===== src/hdl/cnn_pkg.sv =====
package cnn_pkg;

    // image and kernel geometry
    localparam int IMG_DIM     = 6;
    localparam int KER_DIM     = 3;
    localparam int NUM_KERNELS = 2;
    localparam int MAP_DIM     = IMG_DIM - KER_DIM + 1;

    // 2x2 pooling over every map
    localparam int NUM_FEATURES = NUM_KERNELS * (MAP_DIM / 2) * (MAP_DIM / 2);
    localparam int NUM_CLASSES  = 4;

    // weight store layout with conv kernels first and fc rows after them
    localparam int CONV_WEIGHTS  = NUM_KERNELS * KER_DIM * KER_DIM;
    localparam int TOTAL_WEIGHTS = CONV_WEIGHTS + NUM_CLASSES * NUM_FEATURES;
    localparam int WADDR_W       = $clog2(TOTAL_WEIGHTS);

    typedef logic signed [7:0]  pixel_t;
    typedef logic signed [31:0] acc_t;

    // read request towards the weight store arbiter
    typedef struct packed {
        logic               valid;
        logic [WADDR_W-1:0] addr;
    } wt_req_t;

    // one convolution result with its map position
    typedef struct packed {
        logic [$clog2(NUM_KERNELS)-1:0] kernel;
        logic [$clog2(MAP_DIM)-1:0]     row;
        logic [$clog2(MAP_DIM)-1:0]     col;
        acc_t                           sum;
    } map_px_t;

    // pooled features indexed by kernel, pool row and pool column
    typedef pixel_t [NUM_FEATURES-1:0] feature_vec_t;

    typedef enum logic [1:0] {
        C_IDLE,
        C_LOAD,
        C_COMPUTE,
        C_EMIT
    } conv_state_t;

    typedef enum logic [1:0] {
        F_IDLE,
        F_COMPUTE,
        F_OUTPUT
    } fc_state_t;

endpackage


===== src/hdl/weight_store.sv =====
`timescale 1ns/1ps

module weight_store
(
    input  logic             clk,
    input  logic             resetn,
    input  logic             weight_tvalid,
    output logic             weight_tready,
    input  cnn_pkg::pixel_t  weight_tdata,
    output logic             weights_loaded,
    input  cnn_pkg::wt_req_t conv_req,
    output logic             conv_grant,
    input  cnn_pkg::wt_req_t fc_req,
    output logic             fc_grant,
    output cnn_pkg::pixel_t  rd_data
);
    import cnn_pkg::*;

    pixel_t             mem [TOTAL_WEIGHTS];
    logic [WADDR_W-1:0] wr_cnt;
    logic [WADDR_W-1:0] rd_addr;
    logic               wr_fire;
    logic               conflict;
    logic               prio_fc;

    assign wr_fire = weight_tvalid && weight_tready;

    // round robin where prio_fc set means fc wins the next conflict
    assign conflict   = weights_loaded && conv_req.valid && fc_req.valid;
    assign conv_grant = weights_loaded && conv_req.valid && (!fc_req.valid || !prio_fc);
    assign fc_grant   = weights_loaded && fc_req.valid && (!conv_req.valid || prio_fc);
    assign rd_addr    = fc_grant ? fc_req.addr : conv_req.addr;

    // one pass of TOTAL_WEIGHTS after reset and then closed
    always_ff @(posedge clk or negedge resetn)
    begin
        if (!resetn)
        begin
            wr_cnt         <= '0;
            weights_loaded <= 1'b0;
            weight_tready  <= 1'b0;
        end
        else if (wr_fire)
        begin
            wr_cnt <= wr_cnt + 1'b1;
            if (wr_cnt == WADDR_W'(TOTAL_WEIGHTS - 1))
            begin
                weights_loaded <= 1'b1;
                weight_tready  <= 1'b0;
            end
        end
        else if (!weights_loaded)
        begin
            weight_tready <= 1'b1;
        end
    end

    always_ff @(posedge clk or negedge resetn)
    begin
        if (!resetn)
            prio_fc <= 1'b0;
        else if (conflict)
            prio_fc <= !prio_fc;
    end

    // stored in arrival order; read data lands one cycle after the grant
    always_ff @(posedge clk)
    begin
        if (wr_fire)
            mem[wr_cnt] <= weight_tdata;
        if (conv_grant || fc_grant)
            rd_data <= mem[rd_addr];
    end

    // no engine asks for a weight before the store is filled
    assert property (@(posedge clk) disable iff (!resetn)
        !weights_loaded |-> !conv_req.valid && !fc_req.valid);

    // a waiting request keeps its address until it is granted
    assert property (@(posedge clk) disable iff (!resetn)
        conv_req.valid && !conv_grant |=> conv_req.valid && $stable(conv_req.addr));

    assert property (@(posedge clk) disable iff (!resetn)
        fc_req.valid && !fc_grant |=> fc_req.valid && $stable(fc_req.addr));

    // the loser of a conflict is served in the very next cycle
    assert property (@(posedge clk) disable iff (!resetn)
        conflict && fc_grant |=> conv_grant);

    assert property (@(posedge clk) disable iff (!resetn)
        conflict && conv_grant |=> fc_grant);

endmodule


===== src/hdl/conv_engine.sv =====
`timescale 1ns/1ps

module conv_engine
(
    input  logic             clk,
    input  logic             resetn,
    input  logic             weights_loaded,
    input  logic             image_tvalid,
    output logic             image_tready,
    input  cnn_pkg::pixel_t  image_tdata,
    output cnn_pkg::wt_req_t wt_req,
    input  logic             wt_grant,
    input  cnn_pkg::pixel_t  wt_data,
    output cnn_pkg::map_px_t map_px,
    output logic             map_valid,
    input  logic             map_ready
);
    import cnn_pkg::*;

    localparam int PIX_AW  = $clog2(IMG_DIM * IMG_DIM);
    localparam int TAP_MAX = KER_DIM - 1;
    localparam int POS_MAX = MAP_DIM - 1;

    conv_state_t       state;
    pixel_t            img [IMG_DIM * IMG_DIM];
    logic [PIX_AW-1:0] pix_cnt;
    logic [PIX_AW-1:0] px_idx;
    logic              kern;
    logic [1:0]        row;
    logic [1:0]        col;
    logic [1:0]        kr;
    logic [1:0]        kc;
    logic              mac_en;
    pixel_t            pix_d;
    acc_t              acc;
    acc_t              sum_now;
    logic              img_fire;
    logic              load_done;
    logic              last_tap;
    logic              last_px;
    logic              emit;
    logic              clear_acc;

    assign image_tready = weights_loaded && (state == C_IDLE || state == C_LOAD);
    assign img_fire     = image_tvalid && image_tready;
    assign load_done    = img_fire && (pix_cnt == PIX_AW'(IMG_DIM * IMG_DIM - 1));

    assign last_tap  = (kr == TAP_MAX) && (kc == TAP_MAX);
    assign last_px   = kern && (row == POS_MAX) && (col == POS_MAX);
    assign emit      = (state == C_EMIT) && map_ready;
    assign clear_acc = load_done || (emit && !last_px);

    // image pixel under the current tap in the row-major buffer
    assign px_idx = PIX_AW'((row + kr) * IMG_DIM + (col + kc));

    assign wt_req.valid = (state == C_COMPUTE);
    assign wt_req.addr  = WADDR_W'(kern * KER_DIM * KER_DIM + kr * KER_DIM + kc);

    // last product is folded in on the emit cycle itself
    assign sum_now   = mac_en ? acc + wt_data * pix_d : acc;
    assign map_px    = '{kernel: kern, row: row, col: col, sum: sum_now};
    assign map_valid = emit;

    always_ff @(posedge clk)
    begin
        if (img_fire)
            img[pix_cnt] <= image_tdata;
        if (wt_grant)
            pix_d <= img[px_idx];
        if (clear_acc)
            acc <= '0;
        else if (mac_en)
            acc <= sum_now;
    end

    always_ff @(posedge clk or negedge resetn)
    begin
        if (!resetn)
        begin
            state   <= C_IDLE;
            pix_cnt <= '0;
            kern    <= 1'b0;
            row     <= '0;
            col     <= '0;
            kr      <= '0;
            kc      <= '0;
            mac_en  <= 1'b0;
        end
        else
        begin
            mac_en <= wt_grant;
            case (state)
                C_IDLE, C_LOAD:
                begin
                    if (img_fire)
                    begin
                        pix_cnt <= pix_cnt + 1'b1;
                        state   <= C_LOAD;
                    end
                    if (load_done)
                    begin
                        pix_cnt           <= '0;
                        {kern, row, col}  <= '0;
                        {kr, kc}          <= '0;
                        state             <= C_COMPUTE;
                    end
                end
                C_COMPUTE:
                begin
                    // walk the 3x3 taps one per granted read
                    if (wt_grant)
                    begin
                        if (kc == TAP_MAX)
                        begin
                            kc <= '0;
                            kr <= (kr == TAP_MAX) ? 2'd0 : kr + 1'b1;
                        end
                        else
                        begin
                            kc <= kc + 1'b1;
                        end
                        if (last_tap)
                            state <= C_EMIT;
                    end
                end
                C_EMIT:
                begin
                    if (emit)
                    begin
                        // map sides are powers of two so one counter spans kernel, row and col
                        {kern, row, col} <= {kern, row, col} + 1'b1;
                        state            <= last_px ? C_IDLE : C_COMPUTE;
                    end
                end
                default:
                begin
                    state <= C_IDLE;
                end
            endcase
        end
    end

    // a grant outside a pending read would corrupt the accumulator
    assert property (@(posedge clk) disable iff (!resetn)
        wt_grant |-> wt_req.valid);

endmodule


===== src/hdl/relu_pool.sv =====
`timescale 1ns/1ps

module relu_pool
#(
    parameter int RELU_SHIFT = 4
)
(
    input  logic                  clk,
    input  logic                  resetn,
    input  cnn_pkg::map_px_t      map_px,
    input  logic                  map_valid,
    output logic                  map_ready,
    output cnn_pkg::feature_vec_t feat,
    output logic                  feat_valid,
    input  logic                  feat_ready
);
    import cnn_pkg::*;

    localparam acc_t SAT_MAX = 127;

    acc_t                            shifted;
    pixel_t                          relu_val;
    logic [$clog2(NUM_FEATURES)-1:0] win;
    logic                            first_px;
    logic                            last_px;
    feature_vec_t                    work;
    feature_vec_t                    work_nxt;

    // clamp, requantize, saturate
    assign shifted = map_px.sum >>> RELU_SHIFT;

    always_comb
    begin
        if (map_px.sum < 0)
            relu_val = '0;
        else if (shifted > SAT_MAX)
            relu_val = pixel_t'(SAT_MAX);
        else
            relu_val = pixel_t'(shifted);
    end

    // pool window from kernel and halved row/col
    assign win      = {map_px.kernel, map_px.row[1], map_px.col[1]};
    assign first_px = !map_px.row[0] && !map_px.col[0];
    assign last_px  = map_px.kernel && (&map_px.row) && (&map_px.col);

    always_comb
    begin
        work_nxt = work;
        if (first_px || relu_val > work[win])
            work_nxt[win] = relu_val;
    end

    // stall conv only when a held vector cannot leave this cycle
    assign map_ready = !feat_valid || feat_ready;

    always_ff @(posedge clk)
    begin
        if (map_valid)
            work <= work_nxt;
        if (map_valid && last_px)
            feat <= work_nxt;
    end

    always_ff @(posedge clk or negedge resetn)
    begin
        if (!resetn)
            feat_valid <= 1'b0;
        else if (map_valid && last_px)
            feat_valid <= 1'b1;
        else if (feat_ready)
            feat_valid <= 1'b0;
    end

endmodule


===== src/hdl/fc_engine.sv =====
`timescale 1ns/1ps

module fc_engine
(
    input  logic                  clk,
    input  logic                  resetn,
    input  cnn_pkg::feature_vec_t feat,
    input  logic                  feat_valid,
    output logic                  feat_ready,
    output cnn_pkg::wt_req_t      wt_req,
    input  logic                  wt_grant,
    input  cnn_pkg::pixel_t       wt_data,
    output logic                  result_tvalid,
    input  logic                  result_tready,
    output cnn_pkg::acc_t         result_tdata,
    output logic                  result_tlast
);
    import cnn_pkg::*;

    localparam int FEAT_AW  = $clog2(NUM_FEATURES);
    localparam int CLASS_AW = $clog2(NUM_CLASSES);

    fc_state_t           state;
    feature_vec_t        feat_q;
    logic [CLASS_AW-1:0] cls;
    logic [FEAT_AW-1:0]  fidx;
    logic                mac_en;
    pixel_t              feat_d;
    acc_t                acc;
    acc_t                sum_now;
    logic                accept;
    logic                out_fire;
    logic                last_cls;

    assign feat_ready = (state == F_IDLE);
    assign accept     = feat_valid && feat_ready;
    assign out_fire   = result_tvalid && result_tready;
    assign last_cls   = (cls == CLASS_AW'(NUM_CLASSES - 1));

    // row of fc weights for this class sits after the conv kernels
    assign wt_req.valid = (state == F_COMPUTE);
    assign wt_req.addr  = WADDR_W'(CONV_WEIGHTS + cls * NUM_FEATURES + fidx);

    assign sum_now       = mac_en ? acc + wt_data * feat_d : acc;
    assign result_tvalid = (state == F_OUTPUT);
    assign result_tdata  = sum_now;
    assign result_tlast  = result_tvalid && last_cls;

    always_ff @(posedge clk)
    begin
        if (accept)
            feat_q <= feat;
        if (wt_grant)
            feat_d <= feat_q[fidx];
        if (accept || (out_fire && !last_cls))
            acc <= '0;
        else if (mac_en)
            acc <= sum_now;
    end

    always_ff @(posedge clk or negedge resetn)
    begin
        if (!resetn)
        begin
            state  <= F_IDLE;
            cls    <= '0;
            fidx   <= '0;
            mac_en <= 1'b0;
        end
        else
        begin
            mac_en <= wt_grant;
            case (state)
                F_IDLE:
                begin
                    if (accept)
                    begin
                        cls   <= '0;
                        fidx  <= '0;
                        state <= F_COMPUTE;
                    end
                end
                F_COMPUTE:
                begin
                    // fidx wraps back to zero after the last feature
                    if (wt_grant)
                    begin
                        fidx <= fidx + 1'b1;
                        if (fidx == FEAT_AW'(NUM_FEATURES - 1))
                            state <= F_OUTPUT;
                    end
                end
                F_OUTPUT:
                begin
                    if (out_fire)
                    begin
                        cls   <= cls + 1'b1;
                        state <= last_cls ? F_IDLE : F_COMPUTE;
                    end
                end
                default:
                begin
                    state <= F_IDLE;
                end
            endcase
        end
    end

    // held result must not move under back-pressure
    assert property (@(posedge clk) disable iff (!resetn)
        result_tvalid && !result_tready |=> result_tvalid && $stable(result_tdata));

endmodule


===== src/hdl/cnn_top.sv =====
`timescale 1ns/1ps

module cnn_top
#(
    parameter int RELU_SHIFT = 4
)
(
    input  logic            clk,
    input  logic            resetn,
    input  logic            weight_tvalid,
    output logic            weight_tready,
    input  cnn_pkg::pixel_t weight_tdata,
    input  logic            image_tvalid,
    output logic            image_tready,
    input  cnn_pkg::pixel_t image_tdata,
    output logic            result_tvalid,
    input  logic            result_tready,
    output cnn_pkg::acc_t   result_tdata,
    output logic            result_tlast
);
    import cnn_pkg::*;

    logic         weights_loaded;
    wt_req_t      conv_req;
    wt_req_t      fc_req;
    logic         conv_grant;
    logic         fc_grant;
    pixel_t       rd_data;
    map_px_t      map_px;
    logic         map_valid;
    logic         map_ready;
    feature_vec_t feat;
    logic         feat_valid;
    logic         feat_ready;

    weight_store u_weight_store (
        .clk            (clk),
        .resetn         (resetn),
        .weight_tvalid  (weight_tvalid),
        .weight_tready  (weight_tready),
        .weight_tdata   (weight_tdata),
        .weights_loaded (weights_loaded),
        .conv_req       (conv_req),
        .conv_grant     (conv_grant),
        .fc_req         (fc_req),
        .fc_grant       (fc_grant),
        .rd_data        (rd_data)
    );

    conv_engine u_conv_engine (
        .clk            (clk),
        .resetn         (resetn),
        .weights_loaded (weights_loaded),
        .image_tvalid   (image_tvalid),
        .image_tready   (image_tready),
        .image_tdata    (image_tdata),
        .wt_req         (conv_req),
        .wt_grant       (conv_grant),
        .wt_data        (rd_data),
        .map_px         (map_px),
        .map_valid      (map_valid),
        .map_ready      (map_ready)
    );

    relu_pool #(
        .RELU_SHIFT (RELU_SHIFT)
    ) u_relu_pool (
        .clk        (clk),
        .resetn     (resetn),
        .map_px     (map_px),
        .map_valid  (map_valid),
        .map_ready  (map_ready),
        .feat       (feat),
        .feat_valid (feat_valid),
        .feat_ready (feat_ready)
    );

    fc_engine u_fc_engine (
        .clk           (clk),
        .resetn        (resetn),
        .feat          (feat),
        .feat_valid    (feat_valid),
        .feat_ready    (feat_ready),
        .wt_req        (fc_req),
        .wt_grant      (fc_grant),
        .wt_data       (rd_data),
        .result_tvalid (result_tvalid),
        .result_tready (result_tready),
        .result_tdata  (result_tdata),
        .result_tlast  (result_tlast)
    );

endmodule


===== config.mk =====
export PLATFORM = sky130hd
export DESIGN_NAME = cnn_top
export DESIGN_NICKNAME = d
export VERILOG_FILES = /design/src/hdl/cnn_pkg.sv /design/src/hdl/weight_store.sv /design/src/hdl/conv_engine.sv /design/src/hdl/relu_pool.sv /design/src/hdl/fc_engine.sv /design/src/hdl/cnn_top.sv
export SDC_FILE = /design/constraint.sdc
export NUM_CORES = 2
export LEC_CHECK = 0
export BUFFER_PORTS_ARGS = -buffer_cell sky130_fd_sc_hd__buf_2
export CAP_MARGIN = 10
export CORE_MARGIN = 2
export CORE_UTILIZATION = 60
export CTS_CLUSTER_DIAMETER = 30
export CTS_CLUSTER_SIZE = 28
export DETAILED_ROUTE_END_ITERATION = 8
export PLACE_DENSITY = 0.82
export SLEW_MARGIN = 20
export SYNTH_ARGS = -nofsm -noshare
export SYNTH_HDL_FRONTEND = slang
export SYNTH_SLANG_ARGS = --single-unit

===== constraint.sdc =====
create_clock -name clk -period 27.5 [get_ports clk]
set_input_delay 6.875 -clock clk [delete_from_list [all_inputs] [get_ports clk]]
set_output_delay 6.875 -clock clk [all_outputs]
set_load 0.01 [all_outputs]

==> summary.txt <==
Clock network
  – CTS tree: done
  – Root buffer selected by CTS: clkbuf_16
  – Clock Sinks: 1004
  – Worst skew pair latency: 0.78 ns
  – # Post-CTS Setup Buffers: 0
  – Num CTS Buffers: 162
  – Number of H-tree levels: 4
  – Clock Path Buffers: 3
  – CTS clk-pin slew, worst paths: 0.06 ns
  – # hold bufs at CTS: 0
  – Post-CTS sizing: 0

Timing
  – Max-slew violation count: 0
  – Fmax achieved: 66.4 MHz
  – Setup violations, final: 0
  – RSZ-0062 raised after global routing: false
  – Min Clock Period, post-route: 15.06 ns
  – Period utilization: 54.8%
  – Final hold vios: 0
  – Layout Skew: 0.0676 ns
  – Final hold slack: 0.387 ns
  – Fin Setup TNS: 0 ns
  – Worst relative slew slack: 23.9%
  – Slew @ Worst Pin: 1.14 ns

Placed design
  – Final Wtd Congestion: 0.887
  – Dpl hpwl: 67900 um
  – IO buf count: 56

Finish
  – Multi-input logic area: 0.0186 mm^2
  – Layout cells sized above 1: 16.3%
  – Area Growth Syn to Fin: 14.6%
  – Register area: 0.0293 mm^2
  – Fillcell total: 5018
  – Most frequent cells in the layout: 904 x edfxtp_1, 241 x nand2_1, 195 x inv_1, 195 x a211oi_1, 193 x nor2_1
  – Nets: 3904
  – Most common cell after layout, fill and taps aside: edfxtp_1

Synth
  – Syn nets: 3812
  – Synth top area share: 55.2%
  – Synth unique cells: 85
  – Avg Inst Size Synth: 14.0 um^2
  – Synth Instances: 3512
  – Cell area after synthesis: 0.0491 mm^2
  – Number of synthesis warnings: 0
  – Asr flop ratio synth: 3.59%
  – Largest area contributor in the netlist: edfxtp_1
  – Sequential area share after synthesis: 59.7%
  – Top cells by area, synth: edfxtp_1 55%, mux4_2 5.3%, fa_1 4.9%
  – Ys flop type: edfxtp_1
  – Post-synth EDFFs: 904
  – Register bit count reported by yosys: 1004

Floorplan
  – IO Count: 57
  – Horiz. Die Dim: 290 um
  – Number of cell rows: 104
  – Core footprint: 0.0808 mm^2
  – Initial core utilization: 60.8%
  – DIE AREA: 0.0842 mm^2
  – DIE HEIGHT: 290 um

Worst setup path
  – Crit-path most repeated cell: a21oi_1
  – Delay-heaviest family, CP: compound AO/OA/AOI/OAI gates
  – Crit path launch type: flop
  – Worst r2r src: u_weight_store.rd_data[5]$_DFFE_PP_
  – Crit path largest cell delay: 0.62 ns
  – CP Capture Type: output pin
  – Worst-path fanout max: 16
  – Worst Path Class, Setup: reg -> out
  – Critical Path AT: 8.19 ns
  – Slowest stage cell on the critical path: edfxtp_1
  – Worst Setup SP: u_weight_store.rd_data[7]$_DFFE_PP_
  – WP data required: 20.62 ns
  – Buffers & Inverters on Critical Path: 5

Worst hold path
  – Hold Path Origin: u_relu_pool.feat[49]$_DFFE_PP_
  – HP Class: reg -> reg

Routing
  – Via count: 30.4k
  – Initial DRC count: 3447
  – DR pass1 iterations: 6
  – Final ANT Viol Nets: 0
  – Post-route DRC violation count: 0
  – Via density: 6.32
  – Final wirelength: 114000 um
  – Per-cell routed wire length: 23.7 um

Flow run
  – Max-cap check violation count: 0

GRT
  – Largest net degree at the start of global routing: 142
  – Total Routing Usage GR: 27.3%
  – Grt total ovfl: 0
  – Vias in the first global route: 31.0k
  – First-pass GRT wire length: 179000 um
  – Initial antenna violation count: 3

Status
  – Status: completed

Power
  – VDD IR max: 0.0564 mV
  – P per Cell Area: 69.6 mW/mm^2
  – Pleak: 19.8 nW
## final cells by class
type                    instances  area share [%]
diodes                          1         0.00445
clock buffers                 189            7.45
clock inverters               111            2.82
inverters                     196            1.31
multi-input cells            2150            33.0
flip-flops and latches       1004            52.1
well taps                    1060            2.36
repair buffers                 90           0.978
## metrics by stage
stage / util [%] / area [um^2] / total power (W) / cells / setup WS [ns]
2_1_floorplan: - / 49100 / 0.00178 / 3512 / 13.46
3_3_place_gp: 62.5 / 50500 / 0.00183 / 4500 / 13.29
3_5_place_dp: 62.5 / 50500 / 0.00183 / 4500 / 13.18
4_1_cts: 69.7 / 56300 / 0.00393 / 4800 / 12.40
5_1_grt: 69.7 / 56300 / 0.00401 / 4800 / 11.94
6_report: 69.7 / 56300 / 0.00392 / 4801 / 12.44
## routing by layer
metal,vias up,wire (um),track usage [%]
li1,13400,-,-
met1,15100,44900,36.2
met2,1532,56300,44.9
met3,294,9310,5.44
met4,6,3480,10.0
met5,-,38,0
## where the power goes
group	total (W)	switching (W)	internal, W
Combinational	0.000102	0.0000815	0.0000205
Clock	0.00210	0.000770	0.00133
Sequential	0.00171	0.0000196	0.00169
Total	0.00392	0.000871	0.00305
## path summary, 6_finish.rpt
path                                                        end  slack (ns)  depth (start not counted)
min in group asynchronous  u_conv_engine.pix_cnt[2]$_DFFE_PN0P_        6.12                          1
min reg2reg                    u_fc_engine.feat_q[49]$_DFFE_PP_        0.39                          0
min                            u_fc_engine.feat_q[49]$_DFFE_PP_        0.39                          0
max                                            result_tdata[31]       12.44                         31
max reg2reg                      u_relu_pool.work[57]$_DFFE_PP_       15.66                         37
max in group asynchronous        u_conv_engine.mac_en$_DFF_PN0_       20.91                          1
## flip-flops by register name, indices dropped and copies added, names as in the netlist, 2 cells and up
register / count
u_conv_engine.kc: 2
u_fc_engine.feat_q: 64
u_fc_engine.cls: 2
u_conv_engine.kr: 2
u_conv_engine.pix_cnt: 6
u_fc_engine.state: 2
u_conv_engine.row: 2
u_fc_engine.fidx: 3
u_conv_engine.acc: 32
u_fc_engine.acc: 32
u_fc_engine.feat_d: 8
u_conv_engine.col: 2
u_conv_engine.pix_d: 8
u_relu_pool.work: 64
u_weight_store.rd_data: 8
u_conv_engine.state: 2
u_weight_store.wr_cnt: 6
u_weight_store.mem: 400
u_conv_engine.img: 288
u_relu_pool.feat: 64
## Yosys cell counts (all sizes together), types with 7 or more instances
master,number
a21oi,160
ha,158
mux4,116
o21ai,64
xnor2,69
nor2b,38
inv,196
xor2,26
edfxtp,904
a21o,29
o21a,50
and3,12
fa,121
nor3,20
nor3b,7
a211oi,197
and2,188
dfxtp,64
nor2,197
nand2,241
o21bai,9
a31oi,64
o211ai,11
dfrtp,36
nand4,11
mux2,99
mux2i,104
or3,8
clkbuf,135
nand3,37
nand2b,19
buf,27
## worst register-to-register path, delay by kind of cell (launching register included)
family | cells | cell delay, ns
compound gates | 17 | 3.87
mux | 1 | 0.38
buf+inv | 5 | 0.51
fa+ha+maj | 7 | 3.16
simple gates | 7 | 3.04
flops | 1 | 0.61
## logic make-up (layout without fill, tap and decap cells)
logic type	Yosys count	in the layout	share of synthesized area (%)
AOI/OAI and AO/OA	643	643	9.05
DFF	1004	1004	59.7
other	1	2	0.00763
adders and majority gates	279	279	8.95
muxes	319	319	9.72
and+or+nand+nor	813	813	8.14
xor gates and xnor gates	95	95	1.69
buffers and inverters	358	586	2.75
(Power assumes the default switching activity.)
